**src/sprite_defines.svh**
```systemverilog
/* raster, sprite and register map constants for the sprite display
   sprites must lie fully inside the active area, there is no clipping */
`ifndef SPRITE_DEFINES_SVH
`define SPRITE_DEFINES_SVH

// horizontal raster in pixels
`define H_ACTIVE 32
`define H_FRONT 2
`define H_SYNC 3
`define H_BACK 3
`define H_TOTAL (`H_ACTIVE + `H_FRONT + `H_SYNC + `H_BACK)  // 40

// vertical raster in lines
`define V_ACTIVE 24
`define V_FRONT 1
`define V_SYNC 2
`define V_BACK 1
`define V_TOTAL (`V_ACTIVE + `V_FRONT + `V_SYNC + `V_BACK)  // 28

`define CORDW 6       // screen coordinate width
`define SPR_W 8       // bitmap width in pixels
`define SPR_H 8       // bitmap height in rows
`define COLRW 4       // colour width
`define MAX_SCALE 4   // largest scale factor

// APB register offsets
`define REG_CTRL 'h00
`define REG_SPRX 'h04
`define REG_SPRY 'h08
`define REG_COLR 'h0C
`define REG_BMP 'h40  // rows at 'h40 + 4*row

`endif

```
**src/sprite_pkg.sv**
```systemverilog
/* shared types for the sprite display
   scale values are stored as factor minus one */
`include "sprite_defines.svh"

package sprite_pkg;

    // screen position, covers the whole raster incl. blanking
    typedef logic [`CORDW-1:0] coord_t;

    // pixel colour
    typedef logic [`COLRW-1:0] colour_t;

    // 0..3 means 1x..4x
    typedef logic [$clog2(`MAX_SCALE)-1:0] scale_t;

    typedef logic [$clog2(`SPR_H)-1:0] row_t;   // bitmap row index
    typedef logic [$clog2(`SPR_W)-1:0] col_t;   // bitmap column index
    typedef logic [`SPR_W-1:0] bmp_row_t;       // one bitmap row, bit c = column c

    // APB3 bus fields
    typedef logic [7:0] apb_addr_t;
    typedef logic [31:0] apb_data_t;

    // sprite engine states
    typedef enum logic [2:0] {
        IDLE,       // waiting for line before sprite
        START,      // latch position and scale
        AWAIT_POS,  // wait for horizontal start
        DRAW,       // output bitmap pixels
        NEXT_LINE   // step or repeat row
    } engine_state_t;

endpackage

```
**src/sprite_cfg_if.sv**
```systemverilog
/* sprite configuration from the register block to engine and mixer
   values are live, the engine samples them at sprite start */
interface sprite_cfg_if;

    logic                   enable;      // sprite on
    sprite_pkg::coord_t     sprx;        // left edge
    sprite_pkg::coord_t     spry;        // top line
    sprite_pkg::scale_t     scale_x;     // pixel repeat - 1
    sprite_pkg::scale_t     scale_y;     // line repeat - 1
    sprite_pkg::colour_t    spr_colour;  // foreground
    sprite_pkg::colour_t    bg_colour;   // background

    modport regs (
        output enable, sprx, spry, scale_x, scale_y, spr_colour, bg_colour
    );

    modport engine (
        input enable, sprx, spry, scale_x, scale_y
    );

    modport mixer (
        input spr_colour, bg_colour
    );

endinterface

```
**src/display_timing.sv**
```systemverilog
/* raster counters for a 32x24 active area in a 40x28 frame
   sync outputs are active high, line_arm pulses once per line */
`include "sprite_defines.svh"

module display_timing (
    input  logic                clk,
    input  logic                rst,
    output sprite_pkg::coord_t  sx,        // horizontal position
    output sprite_pkg::coord_t  sy,        // vertical position
    output logic                hsync,
    output logic                vsync,
    output logic                de,        // active area
    output logic                line_arm   // first blanking pixel of the line
);

    localparam int HS_START = `H_ACTIVE + `H_FRONT;  // 34
    localparam int HS_END   = HS_START + `H_SYNC;    // first pixel after sync
    localparam int VS_START = `V_ACTIVE + `V_FRONT;  // 25
    localparam int VS_END   = VS_START + `V_SYNC;

    logic line_end;   // last pixel of line
    logic frame_end;  // last line of frame

    assign line_end  = (sx == sprite_pkg::coord_t'(`H_TOTAL - 1));
    assign frame_end = (sy == sprite_pkg::coord_t'(`V_TOTAL - 1));

    always_ff @(posedge clk) begin
        if (rst) begin
            sx <= '0;
            sy <= '0;
        end else if (line_end) begin
            sx <= '0;  // wrap line
            sy <= frame_end ? '0 : sy + 1'b1;
        end else begin
            sx <= sx + 1'b1;
        end
    end

    // sync and enable decode straight from counters
    always_comb begin
        hsync    = (sx >= HS_START) && (sx < HS_END);
        vsync    = (sy >= VS_START) && (sy < VS_END);
        de       = (sx < `H_ACTIVE) && (sy < `V_ACTIVE);
        line_arm = (sx == sprite_pkg::coord_t'(`H_ACTIVE));
    end

    // counters never leave the frame
    a_raster_range: assert property (
        @(posedge clk) disable iff (rst)
        (sx < `H_TOTAL) && (sy < `V_TOTAL)
    );

endmodule

```
**src/pixel_mixer.sv**
```systemverilog
/* output stage, picks sprite or background colour per pixel
   all outputs lag the raster by one cycle, colour is 0 in blanking */
module pixel_mixer (
    input  logic                    clk,
    input  logic                    rst,
    sprite_cfg_if.mixer             cfg,
    input  logic                    pix,       // sprite pixel on
    input  logic                    hsync_in,
    input  logic                    vsync_in,
    input  logic                    de_in,
    output logic                    hsync,
    output logic                    vsync,
    output logic                    de,
    output sprite_pkg::colour_t     colour
);

    sprite_pkg::colour_t colour_next;

    always_comb begin
        if (!de_in) begin
            colour_next = '0;  // blanking
        end else if (pix) begin
            colour_next = cfg.spr_colour;
        end else begin
            colour_next = cfg.bg_colour;
        end
    end

    // sync and colour kept aligned
    always_ff @(posedge clk) begin
        if (rst) begin
            hsync  <= 1'b0;
            vsync  <= 1'b0;
            de     <= 1'b0;
            colour <= '0;
        end else begin
            hsync  <= hsync_in;
            vsync  <= vsync_in;
            de     <= de_in;
            colour <= colour_next;
        end
    end

endmodule

```
**src/sprite_bitmap.sv**
```systemverilog
/* 8x8 one bit per pixel sprite bitmap, written a row at a time
   contents are undefined until written, both reads are combinational */
`include "sprite_defines.svh"

module sprite_bitmap (
    input  logic                    clk,
    input  logic                    bmp_we,     // row write strobe
    input  sprite_pkg::row_t        bmp_wrow,   // bus row
    input  sprite_pkg::bmp_row_t    bmp_wdata,
    output sprite_pkg::bmp_row_t    bmp_rdata,  // readback of bus row
    input  sprite_pkg::row_t        pix_row,    // engine row
    input  sprite_pkg::col_t        pix_col,    // engine column
    output logic                    pix_bit
);

    sprite_pkg::bmp_row_t mem [`SPR_H];  // bit c of a row is column c

    always_ff @(posedge clk) begin
        if (bmp_we) begin
            mem[bmp_wrow] <= bmp_wdata;
        end
    end

    // readback for APB
    assign bmp_rdata = mem[bmp_wrow];

    // single pixel for the engine, same cycle
    assign pix_bit = mem[pix_row][pix_col];

endmodule

```
**src/sprite_engine.sv**
```systemverilog
/* sprite drawing FSM, one sprite per frame with 1x to 4x scaling
   armed on the line before spry, position and scale sampled at START */
`include "sprite_defines.svh"

module sprite_engine (
    input  logic                clk,
    input  logic                rst,
    sprite_cfg_if.engine        cfg,
    input  sprite_pkg::coord_t  sx,
    input  sprite_pkg::coord_t  sy,
    input  logic                line_arm,  // end of active line
    output sprite_pkg::row_t    pix_row,   // bitmap address
    output sprite_pkg::col_t    pix_col,
    input  logic                pix_bit,   // bitmap data, same cycle
    output logic                pix        // sprite pixel on
);

    sprite_pkg::engine_state_t state, state_next;

    sprite_pkg::col_t   col;        // position in bitmap
    sprite_pkg::row_t   row;
    sprite_pkg::scale_t cnt_x;      // pixel repeat count
    sprite_pkg::scale_t cnt_y;      // line repeat count

    sprite_pkg::coord_t sprx_q;     // sampled at START
    sprite_pkg::scale_t scale_x_q;
    sprite_pkg::scale_t scale_y_q;

    sprite_pkg::coord_t sprx_cor;   // pixel before left edge
    sprite_pkg::coord_t spry_cor;   // line before top edge
    logic               start;
    logic               last_pixel;
    logic               last_line;

    always_comb begin
        spry_cor   = (cfg.spry == '0) ? sprite_pkg::coord_t'(`V_TOTAL - 1)
                                      : sprite_pkg::coord_t'(cfg.spry - 1'b1);
        sprx_cor   = (sprx_q == '0) ? sprite_pkg::coord_t'(`H_TOTAL - 1)
                                    : sprite_pkg::coord_t'(sprx_q - 1'b1);
        start      = line_arm && cfg.enable && (sy == spry_cor);
        last_pixel = (col == sprite_pkg::col_t'(`SPR_W - 1)) && (cnt_x == scale_x_q);
        last_line  = (row == sprite_pkg::row_t'(`SPR_H - 1)) && (cnt_y == scale_y_q);
    end

    // next state
    always_comb begin
        case (state)
            sprite_pkg::IDLE:      state_next = start ? sprite_pkg::START : sprite_pkg::IDLE;
            sprite_pkg::START:     state_next = sprite_pkg::AWAIT_POS;
            sprite_pkg::AWAIT_POS: state_next = (sx == sprx_cor) ? sprite_pkg::DRAW
                                                                 : sprite_pkg::AWAIT_POS;
            sprite_pkg::DRAW: begin
                if (!last_pixel) begin
                    state_next = sprite_pkg::DRAW;
                end else begin
                    state_next = last_line ? sprite_pkg::IDLE : sprite_pkg::NEXT_LINE;
                end
            end
            sprite_pkg::NEXT_LINE: state_next = sprite_pkg::AWAIT_POS;
            default:               state_next = sprite_pkg::IDLE;
        endcase
    end

    always_ff @(posedge clk) begin
        if (rst) begin
            state <= sprite_pkg::IDLE;
            col   <= '0;
            row   <= '0;
            cnt_x <= '0;
            cnt_y <= '0;
        end else begin
            state <= state_next;
            case (state)
                sprite_pkg::START: begin
                    row   <= '0;  // top of bitmap
                    cnt_y <= '0;
                end
                sprite_pkg::AWAIT_POS: begin
                    col   <= '0;  // left of row
                    cnt_x <= '0;
                end
                sprite_pkg::DRAW: begin
                    if (cnt_x == scale_x_q) begin
                        col   <= col + 1'b1;  // next column
                        cnt_x <= '0;
                    end else begin
                        cnt_x <= cnt_x + 1'b1;  // repeat pixel
                    end
                end
                sprite_pkg::NEXT_LINE: begin
                    if (cnt_y == scale_y_q) begin
                        row   <= row + 1'b1;
                        cnt_y <= '0;
                    end else begin
                        cnt_y <= cnt_y + 1'b1;  // same row again
                    end
                end
                default: ;
            endcase
        end
    end

    // position and scale held for the whole sprite
    always_ff @(posedge clk) begin
        if (state == sprite_pkg::START) begin
            sprx_q    <= cfg.sprx;
            scale_x_q <= cfg.scale_x;
            scale_y_q <= cfg.scale_y;
        end
    end

    assign pix_row = row;
    assign pix_col = col;
    assign pix     = (state == sprite_pkg::DRAW) ? pix_bit : 1'b0;

    // sprite pixels only inside the active area
    a_pix_active: assert property (
        @(posedge clk) disable iff (rst)
        pix |-> (sx < `H_ACTIVE) && (sy < `V_ACTIVE)
    );

    // START one pixel after line_arm
    a_start_after_arm: assert property (
        @(posedge clk) disable iff (rst)
        (state == sprite_pkg::START) |-> (sx == sprite_pkg::coord_t'(`H_ACTIVE + 1))
    );

endmodule

```
**src/sprite_regs.sv**
```systemverilog
/* APB3 slave for the sprite registers and bitmap window
   no wait states, unmapped offsets give pslverr and are ignored */
`include "sprite_defines.svh"

module sprite_regs (
    input  logic                    clk,
    input  logic                    rst,
    input  logic                    psel,
    input  logic                    penable,
    input  logic                    pwrite,
    input  sprite_pkg::apb_addr_t   paddr,
    input  sprite_pkg::apb_data_t   pwdata,
    output sprite_pkg::apb_data_t   prdata,
    output logic                    pready,
    output logic                    pslverr,
    sprite_cfg_if.regs              cfg,
    output logic                    bmp_we,     // bitmap row write
    output sprite_pkg::row_t        bmp_wrow,   // row for write and readback
    output sprite_pkg::bmp_row_t    bmp_wdata,
    input  sprite_pkg::bmp_row_t    bmp_rdata
);

    logic access;   // access phase
    logic wr_en;    // write completes this cycle
    logic reg_hit;  // one of the four config registers
    logic bmp_hit;  // inside bitmap window
    logic hit;

    assign access = psel && penable;
    assign wr_en  = access && pwrite;

    always_comb begin
        reg_hit = (paddr == `REG_CTRL) || (paddr == `REG_SPRX) ||
                  (paddr == `REG_SPRY) || (paddr == `REG_COLR);
        bmp_hit = (paddr >= sprite_pkg::apb_addr_t'(`REG_BMP)) &&
                  (paddr < sprite_pkg::apb_addr_t'(`REG_BMP + 4 * `SPR_H)) &&
                  (paddr[1:0] == 2'b00);  // word aligned rows only
        hit     = reg_hit || bmp_hit;
    end

    // bitmap window goes straight through to the storage
    assign bmp_wrow  = sprite_pkg::row_t'((paddr - sprite_pkg::apb_addr_t'(`REG_BMP)) >> 2);
    assign bmp_wdata = pwdata[`SPR_W-1:0];
    assign bmp_we    = wr_en && bmp_hit;

    assign pready  = 1'b1;            // never waits
    assign pslverr = access && !hit;  // flagged in access cycle

    always_ff @(posedge clk) begin
        if (rst) begin
            cfg.enable     <= 1'b0;
            cfg.scale_x    <= '0;
            cfg.scale_y    <= '0;
            cfg.sprx       <= '0;
            cfg.spry       <= '0;
            cfg.spr_colour <= '0;
            cfg.bg_colour  <= '0;
        end else if (wr_en) begin
            case (paddr)
                `REG_CTRL: begin
                    cfg.enable  <= pwdata[0];
                    cfg.scale_x <= pwdata[5:4];
                    cfg.scale_y <= pwdata[7:6];
                end
                `REG_SPRX: cfg.sprx <= pwdata[`CORDW-1:0];
                `REG_SPRY: cfg.spry <= pwdata[`CORDW-1:0];
                `REG_COLR: begin
                    cfg.spr_colour <= pwdata[`COLRW-1:0];
                    cfg.bg_colour  <= pwdata[2*`COLRW-1:`COLRW];
                end
                default: ;  // bitmap or unmapped
            endcase
        end
    end

    // read mux, unused bits zero
    always_comb begin
        case (paddr)
            `REG_CTRL: prdata = sprite_pkg::apb_data_t'(
                {cfg.scale_y, cfg.scale_x, 3'b000, cfg.enable});
            `REG_SPRX: prdata = sprite_pkg::apb_data_t'(cfg.sprx);
            `REG_SPRY: prdata = sprite_pkg::apb_data_t'(cfg.spry);
            `REG_COLR: prdata = sprite_pkg::apb_data_t'({cfg.bg_colour, cfg.spr_colour});
            default:   prdata = bmp_hit ? sprite_pkg::apb_data_t'(bmp_rdata) : '0;
        endcase
    end

    // access phase must follow a selected setup phase
    a_penable_psel: assert property (
        @(posedge clk) disable iff (rst)
        penable |-> psel
    );

endmodule

```
**src/sprite_top.sv**
```systemverilog
/* single sprite display with APB3 configuration
   video outputs follow the raster with one cycle of latency */
module sprite_top (
    input  logic                    clk,
    input  logic                    rst,
    input  logic                    psel,
    input  logic                    penable,
    input  logic                    pwrite,
    input  sprite_pkg::apb_addr_t   paddr,
    input  sprite_pkg::apb_data_t   pwdata,
    output sprite_pkg::apb_data_t   prdata,
    output logic                    pready,
    output logic                    pslverr,
    output logic                    hsync,
    output logic                    vsync,
    output logic                    de,
    output sprite_pkg::colour_t     colour
);

    sprite_pkg::coord_t     sx, sy;      // raster position
    logic                   hsync_raw;   // before output register
    logic                   vsync_raw;
    logic                   de_raw;
    logic                   line_arm;

    logic                   bmp_we;
    sprite_pkg::row_t       bmp_wrow;
    sprite_pkg::bmp_row_t   bmp_wdata;
    sprite_pkg::bmp_row_t   bmp_rdata;

    sprite_pkg::row_t       pix_row;
    sprite_pkg::col_t       pix_col;
    logic                   pix_bit;
    logic                   pix;

    sprite_cfg_if cfg_bus ();

    display_timing timing0 (
        .clk(clk), .rst(rst), .sx(sx), .sy(sy),
        .hsync(hsync_raw), .vsync(vsync_raw), .de(de_raw), .line_arm(line_arm)
    );

    sprite_regs regs0 (
        .clk(clk), .rst(rst),
        .psel(psel), .penable(penable), .pwrite(pwrite), .paddr(paddr),
        .pwdata(pwdata), .prdata(prdata), .pready(pready), .pslverr(pslverr),
        .cfg(cfg_bus.regs),
        .bmp_we(bmp_we), .bmp_wrow(bmp_wrow), .bmp_wdata(bmp_wdata), .bmp_rdata(bmp_rdata)
    );

    sprite_bitmap bitmap0 (
        .clk(clk),
        .bmp_we(bmp_we), .bmp_wrow(bmp_wrow), .bmp_wdata(bmp_wdata), .bmp_rdata(bmp_rdata),
        .pix_row(pix_row), .pix_col(pix_col), .pix_bit(pix_bit)
    );

    sprite_engine engine0 (
        .clk(clk), .rst(rst), .cfg(cfg_bus.engine),
        .sx(sx), .sy(sy), .line_arm(line_arm),
        .pix_row(pix_row), .pix_col(pix_col), .pix_bit(pix_bit), .pix(pix)
    );

    pixel_mixer mixer0 (
        .clk(clk), .rst(rst), .cfg(cfg_bus.mixer), .pix(pix),
        .hsync_in(hsync_raw), .vsync_in(vsync_raw), .de_in(de_raw),
        .hsync(hsync), .vsync(vsync), .de(de), .colour(colour)
    );

endmodule

```
**config.mk**
```make
export PLATFORM = sky130hd
export DESIGN_NAME = sprite_top
export DESIGN_NICKNAME = d
export VERILOG_FILES = /design/src/sprite_pkg.sv /design/src/sprite_cfg_if.sv /design/src/display_timing.sv /design/src/pixel_mixer.sv /design/src/sprite_bitmap.sv /design/src/sprite_engine.sv /design/src/sprite_regs.sv /design/src/sprite_top.sv
export VERILOG_INCLUDE_DIRS = /design/src
export SDC_FILE = /design/constraint.sdc
export NUM_CORES = 1
export LEC_CHECK = 0
export BUFFER_PORTS_ARGS = -buffer_cell sky130_fd_sc_hd__buf_4
export CAP_MARGIN = 5
export CORE_UTILIZATION = 30
export DETAILED_ROUTE_END_ITERATION = 8
export HOLD_SLACK_MARGIN = 0.1
export PLACE_DENSITY = 0.45
export SETUP_SLACK_MARGIN = 0.3
export SYNTH_ARGS = -nofsm -noshare
export SYNTH_HDL_FRONTEND = slang
export SYNTH_SLANG_ARGS = --single-unit
```
**constraint.sdc**
```tcl
create_clock -name clk -period 5.6 [get_ports clk]
set_input_delay 1.68 -clock clk [delete_from_list [all_inputs] [get_ports clk]]
set_output_delay 1.68 -clock clk [all_outputs]
set_load 0.01 [all_outputs]
```
Word level (Yosys, flattened, before mapping)
Memory sizes are Yosys's and may differ from the RTL's. A register that Yosys moved wholly into a read port is not among the register bits. Index checks and enable logic that the tools add are counted.

Flip-flop bits (word level): 67. Memory bits (writable): 64. Input port bits: 45. Output and inout bits: 41. Word-level logic and storage cells: 119. Memories kept: 1.

Memory list: bitmap0.mem (depth 8, bits a word 8, rd ports 2, clocked after Yosys merged registers in 1, write ports 1, line sprite_bitmap.sv:16) `` sprite_pkg::bmp_row_t mem [`SPR_H]; ``.

Add/sub/neg operators: 9. Order comparisons: 9. Eq/ne operators: 18. Multiplexer cells: 26. Bitwise logic cells: 1. Reductions and logical operators: 34.

Operators by type and width (count): $pmux W32 S4 (1); $mux W3 (6); $mux W6 (3); $eq A8 B4 Y1 const B (2); $logic_and A1 B1 Y1 (13); $add A6 B1 Y6 const B (2); $eq A6 B6 Y1 (2); $eq A6 B6 Y1 const B (2); $logic_not A6 Y1 (2); $lt A6 B5 Y1 const B (2); $lt A6 B6 Y1 const B (2); $pmux W3 S2 (2); $pmux W3 S4 (1); $reduce_and A2 Y1 (6); $sub A6 B1 Y6 const B (2); $eq A3 B3 Y1 const B (3); $eq A8 B3 Y1 const B (1); $ge A8 B7 Y1 const B (1); $logic_not A8 Y1 (1); $lt A8 B7 Y1 const B (1); $mux W8 (1); $pmux W2 S2 (2); $add A3 B1 Y3 const B (2); $eq A3 B2 Y1 const B (2); other kinds (20) (35).

Logic depth before layout (Yosys ltp)
Gate-level depths: netlist of the first run.

Depth in word-level cells: 7. Mapped depth: 9. Depth with buffers taken out: 8.

Cells and area by module
A second synthesis of the first run with hierarchy kept.

Cells, all modules: 607. Area, all modules: 7096.8 um^2.

By module, submodules not included: sprite_bitmap (instances 1, cells an instance 188, area an instance 3153.0 um^2, sequential area each 1921.8 um^2); sprite_regs (instances 1, cells an instance 166, area an instance 1635.3 um^2, sequential area each 500.5 um^2); sprite_engine (instances 1, cells an instance 153, area an instance 1365.1 um^2, sequential area each 560.5 um^2); display_timing (instances 1, cells an instance 80, area an instance 720.7 um^2, sequential area each 240.2 um^2); pixel_mixer (instances 1, cells an instance 20, area an instance 222.7 um^2, sequential area each 140.1 um^2).

Worst setup path before layout of the first run
Ideal clock, no wire load.

Kind: input port to output port. Start point: input paddr[2]. End point: output prdata[1]. Data arrival time: 3.005 ns. Required time: 3.920 ns. Path slack: 0.915 ns. Stages on the path: 5. Path buffers: 2. Path through: buf_2 buf_2 mux4_2 mux2i_1 o22ai_1.

Longest elaborated chain between the ends: 5. Elaborated cells between the ends (all ways): 12. Classes of those cells: add/sub: 1; order compare: 2; eq/ne: 3; mux: 2; reduce/logical: 3; memory: 1.

RTL lines: from (decl) (line sprite_top.sv:9) `input sprite_pkg::apb_addr_t paddr,`; branches (longest 4 deep; another with $mem_v2 Z8 W8); $pmux W32 S4 (*) (line sprite_regs.sv:78) `case (paddr)`; to (decl) (line sprite_top.sv:11) `output sprite_pkg::apb_data_t prdata,`.

Every way passes the cells marked *.

Final worst setup path of the first run
Start point: input paddr[3]. End point: output prdata[1].

Same word-level chain as after synthesis.

==> results of run 1 <==
## worst paths after layout
kind / startpoint / to / slack, ns / cells after the start
max: paddr[3] / prdata[1] / 0.63 / 6
min: regs0.cfg.scale_x[1] / engine0.scale_x_q[1] / 0.47 / 0
max reg2reg: flop / mixer0.colour[2] / 2.80 / 6
min reg2reg: regs0.cfg.scale_x[1] / engine0.scale_x_q[1] / 0.47 / 0
## cell usage in the layout (no fill, tap or decap), types with 9 or more instances in the layout
cell type	n
xnor2_1	14
ha_1	12
inv_1	14
xor2_1	13
nand3_1	24
buf_4	41
edfxtp_1	74
conb_1	25
o21ai_0	9
a21oi_1	20
mux4_2	25
dfxtp_1	60
clkbuf_16	17
o22ai_1	10
nor2_1	48
nor3_1	14
mux2i_1	38
nand2_1	46
## worst max-delay path, cell delays in order
cell	delay, ns
buf_4	0.39
nor2b_1	0.33
buf_4	0.22
a22oi_1	0.15
o22ai_1	0.32
buf_4	0.19
## power groups by stage
stage | sequential, mW | combinational [mW] | clock (mW)
4_1_cts | 1.04 | 0.0884 | 1.12
2_1_floorplan | 1.06 | 0.0650 | 0
6_report | 1.04 | 0.0875 | 1.10
3_3_place_gp | 1.06 | 0.0876 | 0
5_1_grt | 1.04 | 0.0965 | 1.16
3_5_place_dp | 1.06 | 0.0882 | 0
## routing by layer
layer  share of wire, %  global-route usage, %  up-vias
li1                   -                      -     2106
met1                 45                   19.0     2182
met2                 48                   23.4      133
met3                4.9                   2.92       25
met4                2.1                   5.95        0
met5                  0                      0        -
## cell type report
cell class / instances / area [µm²] / area share (%)
Inverter: 15 / 56.3 / 0.733
Clock buffer: 17 / 425 / 5.54
Sequential cell: 134 / 3420 / 44.6
Clock inverter: 15 / 158 / 2.05
Multi-Input combinational cell: 382 / 2960 / 38.6
Tap cell: 280 / 350 / 4.56
Timing Repair Buffer: 41 / 308 / 4.01
## through the flow
| stage | area [µm²] | worst slack [ns] | total power [mW] | std cells |
|---|---|---|---|---|
| floorplan | 6780 | 0.915 | 1.13 | 583 |
| global placement | 7100 | 0.615 | 1.15 | 852 |
| detailed placement | 7100 | 0.642 | 1.15 | 852 |
| CTS | 7680 | 0.642 | 2.25 | 884 |
| global route | 7680 | 0.587 | 2.30 | 884 |
| finish | 7680 | 0.630 | 2.23 | 884 |
## registers in the layout (all words and copies together), names as in the netlist, 3 cells and up, named ones only
name	count
bitmap0.mem	64
engine0.pix_col	3
engine0.pix_row	3
engine0.sprx_q	6
engine0.state	3
mixer0.colour	4
regs0.cfg.bg_colour	4
regs0.cfg.spr_colour	4
regs0.cfg.sprx	6
regs0.cfg.spry	6
timing0.sx	6
timing0.sy	6
## kinds of logic (layout without fill, tap and decap cells)
logic type,Yosys count,after routing,share of synthesized area (%)
multiplexers,76,76,17.6
flip-flops,134,134,51.2
adder cells (fa/ha/maj),12,12,2.24
AO/OA/AOI/OAI,68,68,6.92
other,2,25,0.112
XOR/XNOR,27,27,3.53
AND/OR/NAND/NOR,174,174,12.4
buffers and inverters,67,88,6.00
==> out/results.ini, run 1 <==
[grt]
grt_max_degree=52
grt_overflow=0
grt_pass1_wl_um=24200
grt_antenna_before_repair=0
grt_pass1_vias=4283
grtUsageTotal_pct=14.5

[worst_setup_path]
worstPathMaxFanout=31
worstSetupEndpointType=primary output
critPathLaunchType=input pin
worstSetupPathType=input pin to primary output
worst-endpoint-required_ns=3.92
cp.arrival_ns=3.29

[power_and_ir_drop]
p_clk_share_pct=49.4
p_comb_share_pct=3.9
p_leak_nw=2.71
powerDensity_mw_per_mm2=290
internal_power_mw=1.70
netSwitchingFraction_pct=23.8
vdd_drop_max_v=0.000182
power.switching_mw=0.530
seqPwrFrac_pct=46.6

[route]
drtIter0Drc=240
detail-route-antenna-nets=0
first_pass_iters=5
finalWirelength_um=15600
avgRoutedWirePerCell_um=17.7
drc_errors=0
vias=4446
viasPerCell=5.03

[yosys]
yosysMostFrequentCell=edfxtp_1
netlist_top_cells_area=edfxtp_1, dfxtp_1, mux4_2
synth.yosys.seq_area_share_pct=51.2
synth_top_area_share_pct=33.2
avgSynthCellArea_um2=11.9
syn_area_mm2=0.00669
synth_edf_count=74
yosysUniqueCellTypes=60
syn_inst=560
ys_warn_count=0
synth_top_area_cell=edfxtp_1
ys_top_cells_by_count=edfxtp_1, dfxtp_1, nor2_1
synthFlopType=edfxtp_1
synth-seq-cells=134
synth-async-reset-ratio_pct=0

[clocking]
clockRootBuffer=clkbuf_16
path_clk_slew_ns=0.06
cts_tree=yes
clockBufferDepth=2
htree_num_levels=4
clock_latency_ns=0.42
clkSinkCount=134
holdBufCountCts=0
cts_setup_buffers=0
numCtsBuffers=17
cts_resized=0

[floorplanning]
fp.coreArea_mm2=0.0218
dieWidth_um=151
die_y_um=151
die_area_mm2=0.0229
rows=54
initial_core_util_pct=30.7
num_io_pins=86

[sta]
layout_min_cycle_time_ns=4.97
worst_pin_slew_ns=1.07
period_share_pct=88.8
hold_viol=0
setup_viol=0
slew_headroom_pct=28.4
worst_hold_slack_ns=0.468
grt_setup_unrepaired=false
clock.fmax_mhz=201
finClkSkew_ns=0.00952
slew_violations=0
setup_tns_ns=0

[placed_design]
gp_congestion=0.721
hpwl_um=10800
portBuffers=36

[worst_hold_path]
hp-class=flop to flop

[layout]
area_growth_pct=14.8
drive_gt1_share_pct=19.2
diodes=0
fillers=2151
fin_nets=648
utilization_pct=35.2

[run_status]
outcome=finished, final reports clean

[flow_run]
maxCapViolCount=0

Note: power is estimated with default switching activity, not from simulation.
==> run 2: changes to the inputs <==
--- a/config.mk
+++ b/config.mk
@@ -12,4 +12,5 @@
 export DETAILED_ROUTE_END_ITERATION = 8
 export HOLD_SLACK_MARGIN = 0.1
+export MAX_ROUTING_LAYER = met4
 export PLACE_DENSITY = 0.45
 export SETUP_SLACK_MARGIN = 0.3
==> constraint.sdc (replaced) <==
create_clock -name clk -period 4.6 [get_ports clk]
set_input_delay 0.46 -clock clk [delete_from_list [all_inputs] [get_ports clk]]
set_output_delay 0.46 -clock clk [all_outputs]
set_load 0.01 [all_outputs]
==> out/results.ini, run 2 (synthesized netlist as in run 1, its figures left out) <==
[run_status]
outcome=finished, final reports clean

[worst_setup_path]
worstPathCellList=mux4_1, mux2i_1, a221oi_2, a32oi_4, nand3_1, o21ai_1
critPathLaunchType=flop
slowest_stage=dfxtp_1
worstSetupEndpointType=flop
worstSetupPathType=flop to flop
path_delay_family=multiplexers
worstPathMaxFanout=14  ; -55%
cp.buffers_inverters=0  ; -3
worst-endpoint-required_ns=4.94  ; +1.02 ns
r2r_setup_slack_ns=1.79  ; -1.01 ns
cp.arrival_ns=3.15  ; -0.14 ns
cp_slowest_stage_delay_ns=0.95  ; +0.56 ns

[clocking]
cts_resized=0  ; unchanged
path_clk_slew_ns=0.07  ; about the same
clockBufferDepth=2  ; unchanged
cts_tree=yes
numCtsBuffers=17  ; unchanged
clkSinkCount=134  ; unchanged
clock_latency_ns=0.42  ; about the same
htree_num_levels=4  ; unchanged
clockRootBuffer=clkbuf_16
holdBufCountCts=0  ; unchanged
cts_setup_buffers=0  ; unchanged

[power_and_ir_drop]
p_clk_share_pct=48.4  ; -1.0 points
powerDensity_mw_per_mm2=348  ; +20%
power.switching_mw=0.650  ; +23%
internal_power_mw=2.01  ; +18%
netSwitchingFraction_pct=24.4  ; +0.66 points
seqPwrFrac_pct=47.6  ; +1.0 points
p_comb_share_pct=4.0  ; about the same
vdd_drop_max_v=0.000234  ; +28%
p_leak_nw=2.68  ; -1.1%

[grt]
grt_max_degree=52  ; unchanged
grt_pass1_wl_um=24300  ; +0.26%
grtUsageTotal_pct=15.0  ; +0.51 points
grt_overflow=0  ; unchanged
grt_antenna_before_repair=0  ; unchanged
grt_pass1_vias=4264  ; -0.44%

[layout]
layout_commonest_cell=edfxtp_1
drive_gt1_share_pct=18.9  ; -0.27 points
layout_common_cells=edfxtp_1, dfxtp_1, nor2_1, nand2_1, buf_4
diodes=0  ; unchanged
max_flop_register=bitmap0.mem
fin_nets=646  ; -0.31%
area_growth_pct=14.2
largest_register_ffs=64  ; unchanged

[route]
viasPerCell=5.01  ; -0.36%
detail-route-antenna-nets=0  ; unchanged
first_pass_iters=5  ; unchanged
vias=4420  ; -0.58%
finalWirelength_um=15700  ; +0.47%
avgRoutedWirePerCell_um=17.8  ; +0.69%
drtIter0Drc=341  ; +42%
drc_errors=0  ; unchanged

[floorplanning]
num_io_pins=86  ; unchanged
initial_core_util_pct=30.7  ; unchanged
fp.coreArea_mm2=0.0218  ; unchanged
rows=54  ; unchanged
dieWidth_um=151  ; unchanged
die_y_um=151  ; unchanged
die_area_mm2=0.0229  ; unchanged

[flow_run]
maxCapViolCount=0  ; unchanged

[sta]
hold_viol=0  ; unchanged
grt_setup_unrepaired=false
slew_violations=0  ; unchanged
finClkSkew_ns=0.00608  ; -0.00344 ns
period_share_pct=61.1
setup_viol=0  ; unchanged
setup_tns_ns=0  ; unchanged
worst_pin_slew_ns=1.09  ; +0.0175 ns
layout_min_cycle_time_ns=2.81
clock.fmax_mhz=356
worst_hold_slack_ns=0.306  ; -0.162 ns
slew_headroom_pct=27.2  ; -1.2 points

[worst_hold_path]
hp-class=input pin to flop

[placed_design]
portBuffers=36  ; unchanged
gp_congestion=0.777  ; +7.7%
hpwl_um=10700  ; -1.5%

[run 2: path summary, 6_finish.rpt]
check,cells past startpoint,to,startpoint
worst max register to register,6,mixer0.colour[2],flop
worst min register to register,0,engine0.sprx_q[1],regs0.cfg.sprx[1]
worst max-delay path,6,mixer0.colour[2],flop
worst min-delay path,1,bitmap0.mem[5][7],pwdata[7]
[run 2: cell type report]
| cell class | instances | area (µm²) |
|---|---|---|
| Clock buffer | 17 | 425 |
| Tap cell | 280 | 350 |
| Inverter | 15 | 56.3 |
| Timing Repair Buffer | 39 | 293 |
| Clock inverter | 15 | 131 |
| Multi-Input combinational cell | 382 | 2960 |
| Fill cell | 2160 | 14200 |
| Sequential cell | 134 | 3420 |
[run 2: through the flow]
| step | area, µm² | instances | power [mW] | utilization [%] | setup WS [ns] |
|---|---|---|---|---|---|
| finish | 7640 | 882 | 2.66 | 35.0 | 1.79 |
| global route | 7640 | 882 | 2.74 | 35.0 | 1.61 |
| CTS | 7640 | 882 | 2.68 | 35.0 | 1.75 |
| detailed placement | 7080 | 850 | 1.40 | 32.5 | 1.65 |
| global placement | 7080 | 850 | 1.40 | 32.5 | 1.68 |
| floorplan | 6780 | 583 | 1.37 | - | 2.29 |
[run 2: power by group through the flow]
stage          Sequential, mW  Combinational (mW)  Clock [mW]
2_1_floorplan            1.29              0.0791           0
3_3_place_gp             1.29               0.106           0
3_5_place_dp             1.29               0.106           0
4_1_cts                  1.27               0.106        1.31
5_1_grt                  1.27               0.117        1.36
6_report                 1.27               0.105        1.29
[run 2: metal layers]
layer	GRT usage, %	share of wire (%)
met2	23.3	48
met4	5.00	1.2
met3	2.62	3.9
met5	-	0
met1	19.8	47
